==> src/hw/tms_seq_pkg.sv <==
package tms_seq_pkg;

   typedef enum logic [4:0] {
      S_RESET,
      S_FETCH,
      S_FETCH_WAIT,
      S_DECODE,
      S_IMM_FETCH,
      S_IMM_WAIT,
      S_REG_READ,
      S_REG_WAIT,
      S_SRC_READ,
      S_SRC_WAIT,
      S_EXECUTE,
      S_WRITEBACK,
      S_WB_WAIT,
      S_JUMP
   } seq_state_e;

   typedef enum logic [2:0] {
      ALU_PASS, ALU_ADD, ALU_SUB, ALU_AND, ALU_OR, ALU_ANDN, ALU_CMP
   } alu_op_e;

   // Address register source
   localparam logic [1:0] ASEL_PC      = 2'd0;
   localparam logic [1:0] ASEL_TS      = 2'd1;
   localparam logic [1:0] ASEL_TD      = 2'd2;
   localparam logic [1:0] ASEL_OPERAND = 2'd3;

endpackage

==> src/hw/tms_isa_pkg.sv <==
package tms_isa_pkg;

   typedef logic [0:15] word_t;      // Bit 0 is the MSB
   typedef logic [0:14] wd_addr_t;   // Word address, byte bit dropped
   typedef logic [0:3]  reg_idx_t;
   typedef logic [0:15] status_t;

   // Flag positions in st
   localparam int ST_LGT = 0;
   localparam int ST_AGT = 1;
   localparam int ST_EQ  = 2;
   localparam int ST_C   = 3;
   localparam int ST_OV  = 4;

   typedef enum logic [3:0] {
      OP_LI,
      OP_AI,
      OP_ANDI,
      OP_ORI,
      OP_CI,
      OP_LWPI,
      OP_STWP,
      OP_STST,
      OP_JUMP,
      OP_A,
      OP_S,
      OP_C,
      OP_MOV,
      OP_SOC,
      OP_SZC,
      OP_ILLEGAL
   } opcode_e;

   // Encoded as ir[4:7] of the jump group
   typedef enum logic [3:0] {
      JMP, JLT, JLE, JEQ, JHE, JGT,
      JNE, JNC, JOC, JNO, JL, JH
   } jcond_e;

endpackage
==> src/hw/tms_cpu_top.sv <==
module tms_cpu_top import tms_isa_pkg::*, tms_seq_pkg::*; #(
   parameter word_t BOOT_PC = 16'h0100,
   parameter word_t BOOT_WP = 16'h0080
) (
   input  logic     clk,
   input  logic     reset,
   output logic     mem_en,
   output logic     we,
   output logic     iaq,
   output logic     waiting,
   output wd_addr_t a,
   input  word_t    d_in,
   output word_t    q,
   input  logic     ready,
   output word_t    debug_pc,
   output status_t  debug_st
);

   logic       mem_start;
   logic       mem_write;
   logic       seq_iaq;
   logic       mem_done;
   word_t      rd_word;
   word_t      bus_addr;
   word_t      wdata;
   word_t      ir;
   word_t      operand;
   word_t      alu_result;
   status_t    alu_st;
   logic       ld_ir;
   logic       ld_operand;
   logic       ld_addr;
   logic       ld_result;
   logic       ld_st;
   logic       ld_wp;
   logic       pc_inc;
   logic       pc_jump;
   logic [1:0] addr_sel;
   alu_op_e    alu_op;

   tms_bus_ctrl u_bus (
      .clk       (clk),
      .reset     (reset),
      .mem_start (mem_start),
      .mem_write (mem_write),
      .addr      (bus_addr),
      .wdata     (wdata),
      .d_in      (d_in),
      .ready     (ready),
      .iaq_in    (seq_iaq),
      .mem_en    (mem_en),
      .we        (we),
      .iaq       (iaq),
      .a         (a),
      .q         (q),
      .waiting   (waiting),
      .mem_done  (mem_done),
      .rd_word   (rd_word)
   );

   tms_alu u_alu (
      .op     (alu_op),
      .src    (operand),
      .dst    (rd_word),
      .st_in  (debug_st),
      .result (alu_result),
      .st_out (alu_st)
   );

   tms_datapath #(
      .BOOT_PC (BOOT_PC),
      .BOOT_WP (BOOT_WP)
   ) u_datapath (
      .clk        (clk),
      .reset      (reset),
      .ld_ir      (ld_ir),
      .ld_operand (ld_operand),
      .ld_addr    (ld_addr),
      .ld_result  (ld_result),
      .ld_st      (ld_st),
      .ld_wp      (ld_wp),
      .pc_inc     (pc_inc),
      .addr_sel   (addr_sel),
      .pc_jump    (pc_jump),
      .rd_word    (rd_word),
      .alu_result (alu_result),
      .alu_st     (alu_st),
      .pc         (debug_pc),
      .wp         (),
      .operand    (operand),
      .st         (debug_st),
      .ir         (ir),
      .addr       (bus_addr),
      .wdata      (wdata)
   );

   tms_sequencer u_seq (
      .clk        (clk),
      .reset      (reset),
      .ir         (ir),
      .st         (debug_st),
      .mem_done   (mem_done),
      .mem_start  (mem_start),
      .mem_write  (mem_write),
      .iaq        (seq_iaq),
      .ld_ir      (ld_ir),
      .ld_operand (ld_operand),
      .ld_addr    (ld_addr),
      .ld_result  (ld_result),
      .ld_st      (ld_st),
      .ld_wp      (ld_wp),
      .pc_inc     (pc_inc),
      .addr_sel   (addr_sel),
      .pc_jump    (pc_jump),
      .alu_op     (alu_op)
   );

endmodule

==> src/hw/tms_sequencer.sv <==
module tms_sequencer import tms_isa_pkg::*, tms_seq_pkg::*; (
   input  logic       clk,
   input  logic       reset,
   input  word_t      ir,
   input  status_t    st,
   input  logic       mem_done,
   output logic       mem_start,
   output logic       mem_write,
   output logic       iaq,
   output logic       ld_ir,
   output logic       ld_operand,
   output logic       ld_addr,
   output logic       ld_result,
   output logic       ld_st,
   output logic       ld_wp,
   output logic       pc_inc,
   output logic [1:0] addr_sel,
   output logic       pc_jump,
   output alu_op_e    alu_op
);

   seq_state_e state;
   seq_state_e next_state;
   opcode_e    opcode;
   jcond_e     jcond;
   logic       take;
   logic       dual;
   logic       compare;
   logic       issue;
   logic       issue_write;
   logic       issue_iaq;

   always_comb begin
      opcode = OP_ILLEGAL;
      if (ir[0:2] != 3'b000) begin
         if (!ir[3] && ir[4:5] == 2'b00 && ir[10:11] == 2'b00) begin   // Word, register direct
            case (ir[0:2])
               3'b010:  opcode = OP_SZC;
               3'b011:  opcode = OP_S;
               3'b100:  opcode = OP_C;
               3'b101:  opcode = OP_A;
               3'b110:  opcode = OP_MOV;
               3'b111:  opcode = OP_SOC;
               default: opcode = OP_ILLEGAL;
            endcase
         end
      end else if (ir[3]) begin
         if (ir[4:7] <= 4'd11)
            opcode = OP_JUMP;
      end else if (ir[4:7] == 4'h2 && !ir[11]) begin
         case (ir[8:10])
            3'b000: opcode = OP_LI;
            3'b001: opcode = OP_AI;
            3'b010: opcode = OP_ANDI;
            3'b011: opcode = OP_ORI;
            3'b100: opcode = OP_CI;
            3'b101: opcode = OP_STWP;
            3'b110: opcode = OP_STST;
            3'b111: opcode = OP_LWPI;
         endcase
      end
   end

   assign dual    = opcode inside {OP_A, OP_S, OP_C, OP_MOV, OP_SOC, OP_SZC};
   assign compare = opcode inside {OP_CI, OP_C};

   always_comb begin
      jcond = jcond_e'(ir[4:7]);
      case (jcond)
         JMP:     take = 1'b1;
         JLT:     take = !st[ST_AGT] && !st[ST_EQ];
         JLE:     take = !st[ST_LGT] || st[ST_EQ];
         JEQ:     take = st[ST_EQ];
         JHE:     take = st[ST_LGT] || st[ST_EQ];
         JGT:     take = st[ST_AGT];
         JNE:     take = !st[ST_EQ];
         JNC:     take = !st[ST_C];
         JOC:     take = st[ST_C];
         JNO:     take = !st[ST_OV];
         JL:      take = !st[ST_LGT] && !st[ST_EQ];
         JH:      take = st[ST_LGT] && !st[ST_EQ];
         default: take = 1'b0;
      endcase
   end

   always_comb begin
      case (opcode)
         OP_AI, OP_A:            alu_op = ALU_ADD;
         OP_S:                   alu_op = ALU_SUB;
         OP_ANDI:                alu_op = ALU_AND;
         OP_ORI, OP_SOC:         alu_op = ALU_OR;
         OP_SZC:                 alu_op = ALU_ANDN;
         OP_CI, OP_C:            alu_op = ALU_CMP;
         default:                alu_op = ALU_PASS;
      endcase
   end

   always_comb begin
      next_state  = state;
      issue       = 1'b0;
      issue_write = 1'b0;
      issue_iaq   = 1'b0;
      ld_ir       = 1'b0;
      ld_operand  = 1'b0;
      ld_addr     = 1'b0;
      ld_result   = 1'b0;
      ld_st       = 1'b0;
      ld_wp       = 1'b0;
      pc_inc      = 1'b0;
      pc_jump     = 1'b0;
      addr_sel    = ASEL_PC;
      case (state)
         S_RESET: next_state = S_FETCH;
         S_FETCH: begin
            ld_addr    = 1'b1;
            pc_inc     = 1'b1;
            issue      = 1'b1;
            issue_iaq  = 1'b1;
            next_state = S_FETCH_WAIT;
         end
         S_FETCH_WAIT: begin
            ld_ir = mem_done;
            if (mem_done)
               next_state = S_DECODE;
         end
         S_DECODE: begin
            case (opcode)
               OP_LI, OP_LWPI: next_state = S_IMM_FETCH;
               OP_STWP, OP_STST: begin
                  ld_operand = 1'b1;   // Captures wp or st
                  next_state = S_EXECUTE;
               end
               OP_JUMP:    next_state = S_JUMP;
               OP_ILLEGAL: next_state = S_FETCH;
               default:    next_state = S_SRC_READ;
            endcase
         end
         S_IMM_FETCH: begin
            ld_addr    = 1'b1;
            pc_inc     = 1'b1;
            issue      = 1'b1;
            next_state = S_IMM_WAIT;
         end
         S_IMM_WAIT: begin
            if (mem_done) begin
               ld_wp      = opcode == OP_LWPI;
               ld_operand = opcode == OP_LI;
               next_state = (opcode == OP_LWPI) ? S_FETCH : S_EXECUTE;
            end
         end
         S_SRC_READ: begin
            addr_sel   = ASEL_TS;
            ld_addr    = 1'b1;
            issue      = 1'b1;
            next_state = S_SRC_WAIT;
         end
         S_SRC_WAIT: begin
            ld_operand = mem_done;
            if (mem_done)
               next_state = dual ? S_REG_READ : S_IMM_FETCH;   // Immediate comes second
         end
         S_REG_READ: begin
            addr_sel   = ASEL_TD;
            ld_addr    = 1'b1;
            issue      = 1'b1;
            next_state = S_REG_WAIT;
         end
         S_REG_WAIT: begin
            if (mem_done)
               next_state = S_EXECUTE;
         end
         S_EXECUTE: begin
            ld_result  = 1'b1;
            ld_st      = !(opcode inside {OP_STWP, OP_STST});
            next_state = compare ? S_FETCH : S_WRITEBACK;
         end
         S_WRITEBACK: begin
            addr_sel    = dual ? ASEL_TD : ASEL_TS;
            ld_addr     = 1'b1;
            issue       = 1'b1;
            issue_write = 1'b1;
            next_state  = S_WB_WAIT;
         end
         S_WB_WAIT: begin
            if (mem_done)
               next_state = S_FETCH;
         end
         S_JUMP: begin
            pc_jump    = take;
            next_state = S_FETCH;
         end
         default: next_state = S_RESET;
      endcase
   end

   always_ff @(posedge clk) begin
      if (reset) begin
         state     <= S_RESET;
         mem_start <= 1'b0;
         mem_write <= 1'b0;
         iaq       <= 1'b0;
      end else begin
         state     <= next_state;
         mem_start <= issue;   // One cycle after the address load
         mem_write <= issue_write;
         iaq       <= issue_iaq;
      end
   end

endmodule

==> src/hw/tms_datapath.sv <==
module tms_datapath import tms_isa_pkg::*, tms_seq_pkg::*; #(
   parameter word_t BOOT_PC = 16'h0100,
   parameter word_t BOOT_WP = 16'h0080
) (
   input  logic       clk,
   input  logic       reset,
   input  logic       ld_ir,
   input  logic       ld_operand,
   input  logic       ld_addr,
   input  logic       ld_result,
   input  logic       ld_st,
   input  logic       ld_wp,
   input  logic       pc_inc,
   input  logic [1:0] addr_sel,
   input  logic       pc_jump,
   input  word_t      rd_word,
   input  word_t      alu_result,
   input  status_t    alu_st,
   output word_t      pc,
   output word_t      wp,
   output word_t      operand,
   output status_t    st,
   output word_t      ir,
   output word_t      addr,
   output word_t      wdata
);

   reg_idx_t ts_field;
   reg_idx_t td_field;
   word_t    ws_ts;
   word_t    ws_td;
   word_t    jump_offset;
   word_t    addr_next;
   word_t    result;
   logic     store_reg;

   assign ts_field    = ir[12:15];
   assign td_field    = ir[6:9];
   assign ws_ts       = wp + {11'b0, ts_field, 1'b0};
   assign ws_td       = wp + {11'b0, td_field, 1'b0};
   assign jump_offset = {{7{ir[8]}}, ir[8:15], 1'b0};   // Displacement in bytes
   assign store_reg   = (ir[0:7] == 8'h02) && ir[8] && (ir[9] != ir[10]);   // STWP or STST
   assign wdata       = result;

   always_comb begin
      case (addr_sel)
         ASEL_TS:      addr_next = ws_ts;
         ASEL_TD:      addr_next = ws_td;
         ASEL_OPERAND: addr_next = operand;
         default:      addr_next = pc;
      endcase
   end

   always_ff @(posedge clk) begin
      if (reset) begin
         pc <= BOOT_PC;
         wp <= BOOT_WP;
         st <= '0;
         ir <= '0;
      end else begin
         if (pc_jump)
            pc <= pc + jump_offset;
         else if (pc_inc)
            pc <= pc + 16'd2;
         if (ld_wp)
            wp <= rd_word;
         if (ld_st)
            st <= alu_st;
         if (ld_ir)
            ir <= rd_word;
      end
   end

   always_ff @(posedge clk) begin
      if (ld_addr)
         addr <= addr_next;
      if (ld_operand)
         operand <= store_reg ? (ir[10] ? wp : st) : rd_word;
      if (ld_result)
         result <= alu_result;
   end

endmodule

==> src/hw/tms_alu.sv <==
module tms_alu import tms_isa_pkg::*, tms_seq_pkg::*; (
   input  alu_op_e op,
   input  word_t   src,
   input  word_t   dst,
   input  status_t st_in,
   output word_t   result,
   output status_t st_out
);

   word_t       addend;
   logic [0:16] sum;      // Bit 0 is the carry out

   // SUB and CMP add the inverted source plus one
   always_comb begin
      addend = (op == ALU_ADD) ? src : ~src;
      sum    = {1'b0, dst} + {1'b0, addend} + ((op == ALU_ADD) ? 17'd0 : 17'd1);
   end

   always_comb begin
      case (op)
         ALU_ADD, ALU_SUB, ALU_CMP: result = sum[1:16];
         ALU_AND:                   result = dst & src;
         ALU_OR:                    result = dst | src;
         ALU_ANDN:                  result = dst & ~src;
         default:                   result = src;
      endcase
   end

   always_comb begin
      st_out        = '0;
      st_out[ST_C]  = st_in[ST_C];
      st_out[ST_OV] = st_in[ST_OV];
      if (op == ALU_CMP) begin
         // src is the first operand
         st_out[ST_LGT] = src > dst;
         st_out[ST_AGT] = $signed(src) > $signed(dst);
         st_out[ST_EQ]  = src == dst;
      end else begin
         st_out[ST_LGT] = |result;
         st_out[ST_AGT] = |result && !result[0];
         st_out[ST_EQ]  = ~|result;
      end
      if (op == ALU_ADD || op == ALU_SUB) begin
         st_out[ST_C]  = sum[0];
         st_out[ST_OV] = (dst[0] == addend[0]) && (result[0] != dst[0]);
      end
   end

endmodule

==> src/hw/tms_bus_ctrl.sv <==
module tms_bus_ctrl import tms_isa_pkg::*; (
   input  logic     clk,
   input  logic     reset,
   input  logic     mem_start,
   input  logic     mem_write,
   input  word_t    addr,
   input  word_t    wdata,
   input  word_t    d_in,
   input  logic     ready,
   input  logic     iaq_in,
   output logic     mem_en,
   output logic     we,
   output logic     iaq,
   output wd_addr_t a,
   output word_t    q,
   output logic     waiting,
   output logic     mem_done,
   output word_t    rd_word
);

   logic cycle_end;

   assign cycle_end = mem_en && ready;
   assign waiting   = mem_en && !ready;

   always_ff @(posedge clk) begin
      if (reset) begin
         mem_en   <= 1'b0;
         we       <= 1'b0;
         iaq      <= 1'b0;
         mem_done <= 1'b0;
      end else begin
         mem_done <= cycle_end;
         if (mem_start) begin
            mem_en <= 1'b1;
            we     <= mem_write;
            iaq    <= iaq_in;
         end else if (cycle_end) begin
            mem_en <= 1'b0;   // Drops on the edge that saw ready
            we     <= 1'b0;
            iaq    <= 1'b0;
         end
      end
   end

   always_ff @(posedge clk) begin
      if (mem_start) begin
         a <= addr[0:14];
         q <= wdata;
      end
      if (cycle_end && !we)
         rd_word <= d_in;
   end

endmodule

==> config.mk <==
export PLATFORM = sky130hd
export DESIGN_NAME = tms_cpu_top
export DESIGN_NICKNAME = d
export VERILOG_FILES = /design/src/hw/tms_seq_pkg.sv /design/src/hw/tms_isa_pkg.sv /design/src/hw/tms_cpu_top.sv /design/src/hw/tms_sequencer.sv /design/src/hw/tms_datapath.sv /design/src/hw/tms_alu.sv /design/src/hw/tms_bus_ctrl.sv
export SDC_FILE = /design/constraint.sdc
export NUM_CORES = 1
export LEC_CHECK = 0
export BUFFER_PORTS_ARGS = -buffer_cell sky130_fd_sc_hd__buf_2
export CORE_ASPECT_RATIO = 0.75
export CORE_MARGIN = 2
export CORE_UTILIZATION = 51
export CTS_CLUSTER_DIAMETER = 50
export DETAILED_ROUTE_END_ITERATION = 7
export GPL_TIMING_DRIVEN = 0
export PLACE_DENSITY = 0.75
export SETUP_SLACK_MARGIN = 0.3
export SYNTH_ARGS = -nofsm -noshare
export SYNTH_HDL_FRONTEND = slang
export SYNTH_SLANG_ARGS = --single-unit
==> constraint.sdc <==
create_clock -name clk -period 6.7 [get_ports clk]
set_input_delay 0.335 -clock clk [delete_from_list [all_inputs] [get_ports clk]]
set_output_delay 0.335 -clock clk [all_outputs]
set_load 0.01 [all_outputs]
==> flow_summary.toml <==
[floorplanning]
start_util_pct = 51.7
num_io_pins = 86
rows = 45
die_area_um2 = 21600
core_area_um2 = 20100
die_width_um = 169
die_y_um = 128

[detailed_routing]
drcViolationCount = 2
wl_met1_um = 14700
vias_per_cell = 6.21
drt_iter0_drc = 1152
wl_met3_um = 4220
top_layer = "met4"
wl_met2_um = 13600
ant_nets = 0
drtPass1Iterations = 8
wl_per_cell_um = 21.3
vias = 9629
wl_um = 33100

[global_route]
grt_pass1_vias = 8674
grt_overflow = 0
grt_pass1_wl_um = 50000
grt_max_degree = 37
grt_usage_pct = 30.9
antenna_found_initial = 0

[layout]
num-fill-cells = 1780
drive_gt1_share_pct = 16.0
multi_input_area_um2 = 5910
final_area_um2 = 12200
syn_to_final_growth_pct = 17.2
regArea_um2 = 4150
fin_nets = 1376
diodes = 0

[yosys]
synth_top_family_by_area = "compound AO/OA/AOI/OAI gates"
synth_cell_types = 84
yosys.area_share.simple_pct = 16.5
avgSynthCellArea_um2 = 9.02
yosysSeqAreaShare_pct = 39.9
yosys-top-cells-count = "nor2_1 (113), a21oi_1 (100), edfxtp_1 (94), nand2_1 (93), ha_1 (74)"
yosysTopAreaCell = "edfxtp_1"
synth-async-reset-ratio_pct = 0
synth_area_leaders = "edfxtp_1 (27%), dfxtp_1 (13%), ha_1 (8.9%)"
synth_xor_area_share_pct = 4.21
synth_top_area_share_pct = 27.2
synth.most_common_cell = "nor2_1"
synthAdderAreaFrac_pct = 9.48
syn_inst = 1153
muxShareOfSynthArea_pct = 1.83
ys_ff_latch = 160
syn-cell-area_um2 = 10400
ys.flop_type = "edfxtp_1"
synth_compound_area_share_pct = 22.1
synth_edf_count = 94
yosys_warnings = 0

[timing]
rsz0062_at_grt = "yes"
setup_violations = 0
period_minus_slack_ps = 6550
slew_violations = 0
worst_pin_slew_ps = 1020
max_slew_margin_pct = 31.2
skew_ps = 15.5
max_freq_ghz = 0.153
finalCritPeriodShare_pct = 97.8
whs_ps = 61.9
hold_viol = 0

[worst_setup_path]
regToRegStartpoint = "u_datapath.ir[10]"
crit_type = "register to register"
cp-end-kind = "register"
startpoint_type = "register"
required_ps = 7050
reg2reg_depth = 26
crit_fanout = 6
worstReg2RegEnd = "u_datapath.st[13]"
critPathArrivalTime_ps = 6910
reg2reg_slack_ps = 150

[power_and_ir_drop]
power.density_nw_per_um2 = 252
power_uw = 3060
leakage_uw = 0.00484
peakVddDrop_v = 0.000183

[min_path]
hold_depth = 1
hold_path.class = "input port to register"
min_from = "d_in[4]"
min_to = "u_bus.rd_word[4]"

[outcome]
violations = "DRC"
status = "finished, violations left"

[clocking]
cts_buffers = 17
path_clk_slew_ps = 70
cts_hold_buf = 0
clk_latency_ps = 450
cts_tree = "done"
cts.sinks = 160
cts.root.buffer_cell = "clkbuf_16"
cts_buffer_depth = 2
htree_levels = 4

[place]
hpwl_um = 25100
numPortBuffers = 72
place_congestion = 1.01
dpl_cell_area_um2 = 11200

[flow_run]
cap_violations = 0
-- final cells by class --
class | count | share of cell area, %
Inverter | 72 | 2.27
Multi-Input combinational cell | 860 | 48.5
Buffer | 72 | 3.12
Sequential cell | 160 | 34.1
Clock inverter | 14 | 1.20
Tap cell | 258 | 2.65
Timing Repair Buffer | 97 | 4.62
Clock buffer | 18 | 3.52
-- through the flow --
stage,util [%],setup TNS [ps],instances,worst slack [ps]
3_3_place_gp,55.5,-2990,1494,-851
4_1_cts,59.4,0,1540,198
6_report,60.6,0,1551,146
2_1_floorplan,-,0,1164,308
5_1_grt,60.6,-49.5,1551,-32.6
3_5_place_dp,55.7,-2830,1496,-772
-- what timing repair did --
| item | in CTS | in global routing |
|---|---|---|
| gates resized for setup | 18 | 26 |
| endpoints found under the setup margin | 9 | 13 |
| pin swaps | 12 | 19 |
| buffers inserted | 12 | 11 |
-- power by group --
part           switching (uW)  internal (uW)  total (uW)
Clock                     450            525         975
Sequential                106           1230        1340
Combinational             495            258         753
-- layout by cell type (no fill, tap or decap), types with 6 or more instances in the layout --
cell and n:
a21o_1 16, clkbuf_1 45, xnor2_1 35, o22ai_1 6
nand3_1 29, a221oi_1 13, and3_1 17, o21ai_0 71
a211oi_1 15, mux2_2 7, o211ai_1 12, xor2_1 14
a21oi_1 99, buf_4 34, edfxtp_1 94, nor3_1 30
nor2b_1 11, a32oi_1 7, mux2i_1 10, nor2_1 112
buf_2 77, nand2_1 93, a31oi_1 6, nand4_1 7
a22oi_1 11, o21bai_1 10, clkbuf_16 17, and2_1 7
conb_1 12, dfxtp_1 64, o2111ai_1 7, inv_1 69
nand2b_1 6, ha_1 72
-- sequential cells by signal (all words and copies together), names as in the netlist, named ones only --
signal and cells:
u_bus.a 15, u_bus.iaq 1, u_bus.mem_done 1, u_bus.mem_en 1
u_bus.q 16, u_bus.rd_word 16, u_bus.we 1, u_datapath.addr 15
u_datapath.ir 16, u_datapath.operand 16, u_datapath.pc 15, u_datapath.st 5
u_datapath.wdata 16, u_datapath.wp 16, u_seq.iaq 1, u_seq.mem_start 1
u_seq.mem_write 1, u_seq.state 4
-- worst max path at each step --
stage	endpoint	cells past startpoint	startpoint	slack, ps
2_1_floorplan	u_datapath.st[13]	26	u_datapath.ir[10]	310
3_5_place_dp	u_datapath.st[13]	25	u_datapath.ir[8]	-770
5_1_grt	u_datapath.st[13]	26	u_datapath.ir[10]	-30
4_1_cts	u_datapath.st[14]	26	u_datapath.ir[10]	200
3_3_place_gp	u_datapath.st[13]	26	u_datapath.ir[10]	-850
6_report	u_datapath.st[13]	26	u_datapath.ir[10]	150
-- metal layers --
metal / GRT usage (%) / vias to the layer above
li1: - / 4460
met1: 46.0 / 4612
met2: 43.3 / 496
met3: 9.57 / 61
met4: 7.66 / 0
met5: 0 / -
-- worst max-delay path, cell delays in order, from the launching register on --
cell	delay, ps
dfxtp_1	310
buf_6	130
or4_4	500
buf_12	160
o31ai_4	180
a22oi_2	150
clkinv_4	110
ha_4	210
a2111oi_4	310
a211oi_4	110
or2_4	270
nor4_4	330
buf_6	160
buf_12	120
xnor2_4	70
fa_2	410
a211oi_4	220
o21ai_2	100
a31oi_1	200
xnor2_1	120
nor3_1	170
a221oi_1	70
o32a_1	420
or4_4	540
or4b_4	570
nand4bb_1	230
a311oi_1	280
-- kinds of logic (layout without fill, tap and decap cells) --
| logic type | Yosys count | count (layout) |
|---|---|---|
| other | 1 | 12 |
| AO/OA/AOI/OAI | 343 | 343 |
| flip-flops | 160 | 160 |
| multiplexers | 18 | 18 |
| adder cells (fa/ha/maj) | 77 | 77 |
| XOR/XNOR | 50 | 50 |
| buffers and inverters | 144 | 273 |
| AND/OR/NAND/NOR | 360 | 360 |
Note: power is estimated with default switching activity, not from simulation.
